<file path="config.mk">
export PLATFORM = sky130hd
export DESIGN_NAME = counter_board
export DESIGN_NICKNAME = d
export VERILOG_FILES = /design/src/rtl/ctr_pkg.sv /design/src/rtl/counter_161.sv /design/src/rtl/interval_timer.sv /design/src/rtl/counter_191.sv /design/src/rtl/updown_counter.sv /design/src/rtl/event_counter.sv /design/src/rtl/decade_sequencer.sv /design/src/rtl/counter_board.sv
export SDC_FILE = /design/constraint.sdc
export NUM_CORES = 1
export LEC_CHECK = 0
export ABC_AREA = 1
export BUFFER_PORTS_ARGS = -buffer_cell sky130_fd_sc_hd__buf_2
export CAP_MARGIN = 5
export CELL_PAD_IN_SITES_DETAIL_PLACEMENT = 2
export CELL_PAD_IN_SITES_GLOBAL_PLACEMENT = 2
export CORE_ASPECT_RATIO = 0.6
export CORE_UTILIZATION = 29
export CTS_CLUSTER_DIAMETER = 200
export DETAILED_ROUTE_END_ITERATION = 8
export GPL_ROUTABILITY_DRIVEN = 0
export PLACE_DENSITY = 0.91
export SYNTH_ARGS = -nofsm -noshare
export SYNTH_HDL_FRONTEND = slang
export SYNTH_SLANG_ARGS = --single-unit
</file>
<file path="constraint.sdc">
create_clock -name clk -period 2.2 [get_ports clk]
set_clock_uncertainty 0.15 [all_clocks]
set_input_delay 0.44 -clock clk [delete_from_list [all_inputs] [get_ports clk]]
set_output_delay 0.44 -clock clk [all_outputs]
set_load 0.01 [all_outputs]
</file>
<file path="src/rtl/ctr_pkg.sv">
// Shared widths and control bundles for the counter board; all widths fixed, one clock domain
`default_nettype none

package ctr_pkg;

   //////////////////////////////////////////////////
   // Widths with a meaning
   //////////////////////////////////////////////////

   typedef logic [3:0]  nibble_t;   // One chip slice
   typedef logic [15:0] word16_t;   // Interval timer value
   typedef logic [7:0]  byte_t;     // Position and event counts
   typedef logic [9:0]  phase_t;    // One-hot decade phase

   localparam nibble_t NIBBLE_MAX   = 4'hF;  // Slice terminal count going up
   localparam int      DECADE_LEN   = 10;    // Phases per decade cycle
   localparam int      DECADE_HALF  = 5;     // Phases with carry high
   localparam int      TIMER_SLICES = 4;     // 161 slices in the 16-bit timer

   //////////////////////////////////////////////////
   // Control bundles from the host
   //////////////////////////////////////////////////

   typedef struct packed {
      logic    load;    // Strobe, take reload value
      logic    run;     // Level, count enable
      word16_t reload;  // Period reload value
   } timer_ctl_t;

   typedef struct packed {
      logic  preset;  // Strobe, parallel load
      logic  step;    // Strobe, count one
      logic  down;    // Level, direction
      byte_t value;   // Preset value
   } pos_ctl_t;

   typedef struct packed {
      logic event_in;  // Strobe, count one event
      logic clear;     // Strobe, zero the count
      logic snap;      // Strobe, copy count to output register
   } evt_ctl_t;

endpackage

`default_nettype wire

</file>
<file path="src/rtl/counter_161.sv">
// Synchronous 74x161 slice; load and clear sampled on clk, no async pins
`timescale 1ns/1ps
`default_nettype none

module counter_161 (
   input  wire              clk,
   input  wire              reset,
   input  wire              load,     // Parallel load, wins over counting
   input  wire              cet,      // Carry enable in, also gates tc
   input  wire              cep,      // Count enable, not in tc
   input  wire ctr_pkg::nibble_t preset,
   output ctr_pkg::nibble_t q,
   output logic             tc
);

   //////////////////////////////////////////////////
   // Count register
   //////////////////////////////////////////////////

   always_ff @(posedge clk) begin
      if (reset) begin
         q <= '0;
      end else if (load) begin
         q <= preset;              // Preset wins
      end else if (cet && cep) begin
         q <= q + 4'd1;            // Wraps 15 to 0
      end
   end

   // Terminal count ripples the enable to the next slice
   // Only cet qualifies it, as on the real chip
   assign tc = cet && (q == ctr_pkg::NIBBLE_MAX);

endmodule

`default_nettype wire

</file>
<file path="src/rtl/interval_timer.sv">
// 16-bit auto-reloading timer; tick period is 65536 minus reload while run stays high
`timescale 1ns/1ps
`default_nettype none

module interval_timer (
   input  wire                     clk,
   input  wire                     reset,
   input  wire ctr_pkg::timer_ctl_t ctl,
   output wire ctr_pkg::word16_t   count,
   output wire                     tick
);

   logic [ctr_pkg::TIMER_SLICES:0] carry;     // Enable chain from slice to slice
   ctr_pkg::word16_t               reload_q;  // Stored reload value
   ctr_pkg::word16_t               preset;    // Value the slices load
   logic                           load_all;  // Shared slice load

   //////////////////////////////////////////////////
   // Reload register
   //////////////////////////////////////////////////

   always_ff @(posedge clk) begin
      if (reset) begin
         reload_q <= '0;
      end else if (ctl.load) begin
         reload_q <= ctl.reload;
      end
   end

   // Host load bypasses the register so the slices see the new value now
   assign preset   = ctl.load ? ctl.reload : reload_q;
   assign load_all = ctl.load | tick;      // Self reload from terminal count
   assign carry[0] = ctl.run;              // Lowest slice enabled by run

   //////////////////////////////////////////////////
   // Slice cascade, low nibble first
   //////////////////////////////////////////////////

   for (genvar i = 0; i < ctr_pkg::TIMER_SLICES; i++) begin : g_slice
      counter_161 u_slice (
         .clk    (clk),
         .reset  (reset),
         .load   (load_all),
         .cet    (carry[i]),           // Previous slice tc
         .cep    (ctl.run),
         .preset (preset[4*i +: 4]),
         .q      (count[4*i +: 4]),
         .tc     (carry[i+1])
      );
   end

   // Top tc means all ones with run high
   assign tick = carry[ctr_pkg::TIMER_SLICES];

endmodule

`default_nettype wire

</file>
<file path="src/rtl/counter_191.sv">
// Synchronous 74x191 slice; preset sampled on clk, ripple clock output not modelled
`timescale 1ns/1ps
`default_nettype none

module counter_191 (
   input  wire              clk,
   input  wire              reset,
   input  wire              load,     // Parallel load, wins over enable
   input  wire              enable,   // Count enable, active high here
   input  wire              down,     // 0 up, 1 down
   input  wire ctr_pkg::nibble_t preset,
   output ctr_pkg::nibble_t q,
   output logic             tc
);

   //////////////////////////////////////////////////
   // Up/down count register
   //////////////////////////////////////////////////

   always_ff @(posedge clk) begin
      if (reset) begin
         q <= '0;
      end else if (load) begin
         q <= preset;
      end else if (enable) begin
         if (down) begin
            q <= q - 4'd1;         // 0 wraps to 15
         end else begin
            q <= q + 4'd1;         // 15 wraps to 0
         end
      end
   end

   // Terminal value depends on direction only
   // Not qualified by enable, same as the chip's TC pin
   always_comb begin
      if (down) begin
         tc = (q == '0);
      end else begin
         tc = (q == ctr_pkg::NIBBLE_MAX);
      end
   end

endmodule

`default_nettype wire

</file>
<file path="src/rtl/updown_counter.sv">
// 8-bit position counter from two 191 slices; step and preset are single-cycle strobes
`timescale 1ns/1ps
`default_nettype none

module updown_counter (
   input  wire                   clk,
   input  wire                   reset,
   input  wire ctr_pkg::pos_ctl_t ctl,
   output wire ctr_pkg::byte_t   position,
   output wire                   terminal
);

   logic tc_lo;      // Low slice at its terminal value
   logic tc_hi;      // High slice at its terminal value
   logic enable_hi;  // Carry or borrow into the high slice

   //////////////////////////////////////////////////
   // Low nibble
   //////////////////////////////////////////////////

   counter_191 u_low (
      .clk    (clk),
      .reset  (reset),
      .load   (ctl.preset),
      .enable (ctl.step),
      .down   (ctl.down),
      .preset (ctl.value[3:0]),
      .q      (position[3:0]),
      .tc     (tc_lo)
   );

   // Ripple role of the 191, high slice moves only on low wrap
   assign enable_hi = ctl.step & tc_lo;

   //////////////////////////////////////////////////
   // High nibble
   //////////////////////////////////////////////////

   counter_191 u_high (
      .clk    (clk),
      .reset  (reset),
      .load   (ctl.preset),        // Both nibbles preset together
      .enable (enable_hi),
      .down   (ctl.down),
      .preset (ctl.value[7:4]),
      .q      (position[7:4]),
      .tc     (tc_hi)
   );

   // 255 going up or 0 going down
   assign terminal = tc_hi & tc_lo;

endmodule

`default_nettype wire

</file>
<file path="src/rtl/event_counter.sv">
// 590-style event counter; output register always enabled, no tri-state output
`timescale 1ns/1ps
`default_nettype none

module event_counter (
   input  wire                   clk,
   input  wire                   reset,
   input  wire ctr_pkg::evt_ctl_t ctl,
   output ctr_pkg::byte_t        snapshot,
   output logic                  rco
);

   ctr_pkg::byte_t count;  // Internal counting register

   //////////////////////////////////////////////////
   // Counting register
   //////////////////////////////////////////////////

   always_ff @(posedge clk) begin
      if (reset) begin
         count <= '0;
      end else if (ctl.clear) begin
         count <= '0;              // Clear beats a same-cycle event
      end else if (ctl.event_in) begin
         count <= count + 8'd1;    // Wraps at 255
      end
   end

   //////////////////////////////////////////////////
   // Output register, the rck side
   //////////////////////////////////////////////////

   // Takes the count from before this edge
   always_ff @(posedge clk) begin
      if (reset) begin
         snapshot <= '0;
      end else if (ctl.snap) begin
         snapshot <= count;
      end
   end

   // Ripple carry on the live count, active high here
   assign rco = (count == '1);

endmodule

`default_nettype wire

</file>
<file path="src/rtl/decade_sequencer.sv">
// 4017-style one-hot divide-by-ten; advance is a one-cycle strobe on clk
`timescale 1ns/1ps
`default_nettype none

module decade_sequencer (
   input  wire            clk,
   input  wire            reset,
   input  wire            advance,   // One step per strobe
   output ctr_pkg::phase_t phase,
   output logic           carry
);

   logic [3:0] step_cnt;  // Decade position 0 to 9

   always_ff @(posedge clk) begin
      if (reset) begin
         step_cnt <= '0;
      end else if (advance) begin
         if (step_cnt == 4'(ctr_pkg::DECADE_LEN - 1)) begin
            step_cnt <= '0;           // Wrap after the tenth phase
         end else begin
            step_cnt <= step_cnt + 4'd1;
         end
      end
   end

   // One-hot decode of the position
   assign phase = ctr_pkg::phase_t'(1) << step_cnt;

   // High for the first half of the decade
   assign carry = (step_cnt < 4'(ctr_pkg::DECADE_HALF));

endmodule

`default_nettype wire

</file>
<file path="src/rtl/counter_board.sv">
// Counter board top; single clock, synchronous reset, all controls are plain strobes and levels
`timescale 1ns/1ps
`default_nettype none

module counter_board (
   input  wire                      clk,
   input  wire                      reset,
   input  wire ctr_pkg::timer_ctl_t timer_ctl,
   input  wire ctr_pkg::pos_ctl_t   pos_ctl,
   input  wire ctr_pkg::evt_ctl_t   evt_ctl,
   output wire ctr_pkg::word16_t    timer_count,
   output wire                      tick,
   output wire ctr_pkg::phase_t     phase,
   output wire                      decade_carry,
   output wire ctr_pkg::byte_t      position,
   output wire                      position_tc,
   output wire ctr_pkg::byte_t      event_snapshot,
   output wire                      event_rco
);

   //////////////////////////////////////////////////
   // Timer drives the sequencer
   //////////////////////////////////////////////////

   interval_timer u_timer (
      .clk   (clk),
      .reset (reset),
      .ctl   (timer_ctl),
      .count (timer_count),
      .tick  (tick)
   );

   decade_sequencer u_decade (
      .clk     (clk),
      .reset   (reset),
      .advance (tick),          // One phase per timer tick
      .phase   (phase),
      .carry   (decade_carry)
   );

   //////////////////////////////////////////////////
   // Independent counters
   //////////////////////////////////////////////////

   updown_counter u_position (
      .clk      (clk),
      .reset    (reset),
      .ctl      (pos_ctl),
      .position (position),
      .terminal (position_tc)
   );

   event_counter u_event (
      .clk      (clk),
      .reset    (reset),
      .ctl      (evt_ctl),
      .snapshot (event_snapshot),
      .rco      (event_rco)
   );

endmodule

`default_nettype wire

</file>
==> summary.md <==
| Metric | Value |
|---|---|
| Top cells by area, synth | `dfxtp_1, nand2_1, nor2_1` |
| Die area | `between 10,000 and 15,000 µm²` |
| Routed WL | `~11,000 µm` |
| GRT Total Usage | `between 20% and 30%` |
| Static Leakage | `0.001943 µW` |
| Post-DR wirelength/cell | `approximately 17 µm` |
| Area leader, netlist | `dfxtp_1` |
| Critical Path Start Type | `flop` |
| Vias in the first global route | `about 3.4k` |
| IO Pins | `80` |
| Chip Width | `approximately 130 µm` |
| Dpl cells | `630` |
| Filler cell count | `1,202` |
| Detailed placement HPWL | `8093 µm` |
| Arrival time worst endpoint | `~1.5 ns` |
| Global route total overflow | `0` |
| Final cell count without fillers | `approximately 650` |
| Slew Viols, Final | `0` |
| RSZ-0062 raised after global routing | `no` |
| Most frequent cells after synthesis | `nand2_1, dfxtp_1, nor2_1` |
| First-pass GRT wire length | `17,500 µm` |
| Area of the mapped netlist | `3074 µm²` |
| Least-Margin Pin Slew | `between 0.5 and 0.6 ns` |
| Unique cell type count in the Yosys netlist | `33` |
| Worst Slack Setup Final | `0.1006 ns` |
| Async S/R FF share, synth | `0%` |
| Synth top area share | `39.07%` |
| PortBufs | `slightly below 80` |
| Routed Antenna Nets | `0` |
| Diodes inserted | `0` |
| Clock transition at the registers of the reported paths | `0.05 ns` |
| Setup TNS | `0 ns` |
| Vias per cell | `4.767` |
| Max VDD drop | `0.3473 mV` |
| Hold Buf Count CTS | `0` |
| Initial antenna violation count | `0` |
| Fin nets | `556` |
| Die Ht | `81.75 µm` |
| Synthesis-to-finish area growth | `28.94%` |
| # rows | `28` |
| Period utilization | `~95%` |
| Core area | `10,090 µm²` |
| Yosys reg bits | `60` |
| Status | `completed` |
| Ratio of cells with drive above 1 in the final layout | `24.71%` |
| Number of synthesized flops with an enable pin | `0` |
| Maxcap violations | `0` |
| Htree depth | `3` |
| TritonCTS clock tree | `yes` |
| CTS Buf Count | `9` |
| Min-delay worst type | `input pin to flop` |
| Remaining DRCs | `0` |
| Clock Sinks | `60` |
| Root buf cell | `clkbuf_16` |
| Syn Area/Cell | `7.285 µm²` |
| FMAX | `476.3 MHz` |
| Crit path required time | `about 1.6 ns` |
| Drt pass-1 iters | `4` |
| Worst-Skew Late Latency | `0.34 ns` |
| Ys Warns | `0` |
| Crit path max fanout | `5` |
| Critical Path Sink Type | `output port` |
| Cells after Synth | `422` |
| Setup violations, final | `0` |
| Util after Layout | `39.29%` |
| Most numerous cell in the Yosys netlist | `nand2_1` |
| Relative slew margins | `65.58%` |
| Detailed-route via count | `between 3k and 4k` |
| Tmin final | `about 2.1 ns` |
| Starting density of the core | `30.47%` |
| Largest net degree at the start of global routing | `29` |
| Worst Setup Path Type | `flop to output port` |
| Maximum clock insertion buffer count | `2` |
| Syn_nets | `469` |
| PnR Total Power | `slightly below 3000 µW` |
| Final Hold Fails | `0` |
| Power Density | `745.3 nW/µm²` |
| Place WS | `roughly 0.099 ns` |
| Top FF cell, synth | `dfxtp_1` |
| Seq/Total Area, Yosys | `39.07%` |
| First DRT Iteration DRCs | `76` |
[layout make-up]
type	count	area (µm²)	area share, %
timing repair buffer	89	470.5	11.87
sequential	60	1212	30.59
clock inverter	1	5.005	0.1263
multi-input combinational	297	1634	41.22
clock buffer	15	277.8	7.008
inverter	52	195.2	4.924
tap	135	168.9	4.261
[critical path: stages, from the launching register on]
cell,delay (ns)
dfxtp_2,0.37
ha_2,0.21
nand2_1,0.09
nor2_4,0.14
nand4_4,0.13
inv_2,0.09
buf_2,0.13
[cell usage in the layout, fill, tap and decap left out, types with 2 or more instances in the layout]
cell type,synthesis,layout
a31oi_1,2,2
mux2i_1,12,12
ha_2,0,2
nand4_1,5,5
nor2_1,58,56
clkbuf_1,7,3
nor3_1,9,9
or2_2,5,5
xor2_1,5,5
o21ai_0,35,35
nand3_1,19,19
nand2_1,71,70
dfxtp_1,60,53
buf_2,3,79
fa_1,2,2
buf_4,1,10
nor2_4,0,3
clkbuf_8,0,3
xnor2_1,4,4
a21oi_1,41,41
clkbuf_16,0,9
o21a_1,2,2
o21ai_1,6,6
ha_1,11,9
inv_2,1,2
dfxtp_2,0,6
inv_1,51,50
nand2_2,1,2
[sequential cells by signal (all words and copies together) (netlist names)]
signal	cells
u_timer.g_slice.u_slice.q	16
u_decade.step_cnt	4
u_event.snapshot	8
u_position.u_low.q	4
u_event.count	8
u_timer.reload_q	16
u_position.u_high.q	4
[path summary, 6_finish.rpt]
| check | cells after the start | to | startpoint | slack, ns |
|---|---|---|---|---|
| min | 2 | u_timer.reload_q[0]$_SDFF_PP0_ | reset | 0.23 |
| min reg2reg | 2 | u_timer.reload_q[7]$_SDFF_PP0_ | u_timer.reload_q[7]$_SDFF_PP0_ | 0.35 |
| max reg2reg | 9 | u_timer.g_slice[3].u_slice.q[1]$_SDFFE_PP0P_ | u_timer.g_slice[2].u_slice.q[1]$_SDFFE_PP0P_ | 0.19 |
| max | 6 | tick | u_timer.g_slice[2].u_slice.q[1]$_SDFFE_PP0P_ | 0.10 |
[power by group]
group / leakage, µW / switching [µW] / internal [µW]
Sequential: 0.000497 / 60.0 / 1150
Clock: 0.000140 / 485 / 853
Combinational: 0.00131 / 244 / 161
[through the flow]
step	instance area (µm²)	hold slack [ns]
after floorplan	3074	0.2991
after global placement	3620	0.3240
after CTS	3946	0.2152
final	3964	0.2270
after detailed placement	3620	0.3387
after global routing	3964	0.2389
[per-layer routing]
layer,global-route usage (%),part of all wire (%),up-vias
met3,6.790,4.9,8
met1,25.60,48,1477
li1,-,-,1544
met2,36.19,46,65
met5,0,0,-
met4,4.831,0.87,0
[repair_timing]
action,4_1_cts,5_1_grt
pin swaps,2,2
buffers inserted,2,1
gates resized for setup,14,3
cloned,0,0
setup endpoints to repair,1,1
[kinds of logic after synthesis]
| kind of cell | after synthesis | synth area share, % |
|---|---|---|
| simple gates | 174 | 24.87 |
| compound gates | 88 | 14.77 |
| buf+inv | 65 | 8.669 |
| flops | 60 | 39.07 |
| mux | 13 | 4.274 |
| fa+ha+maj | 13 | 5.779 |
| xor+xnor | 9 | 2.564 |
Power figures use the tool's default switching activity.
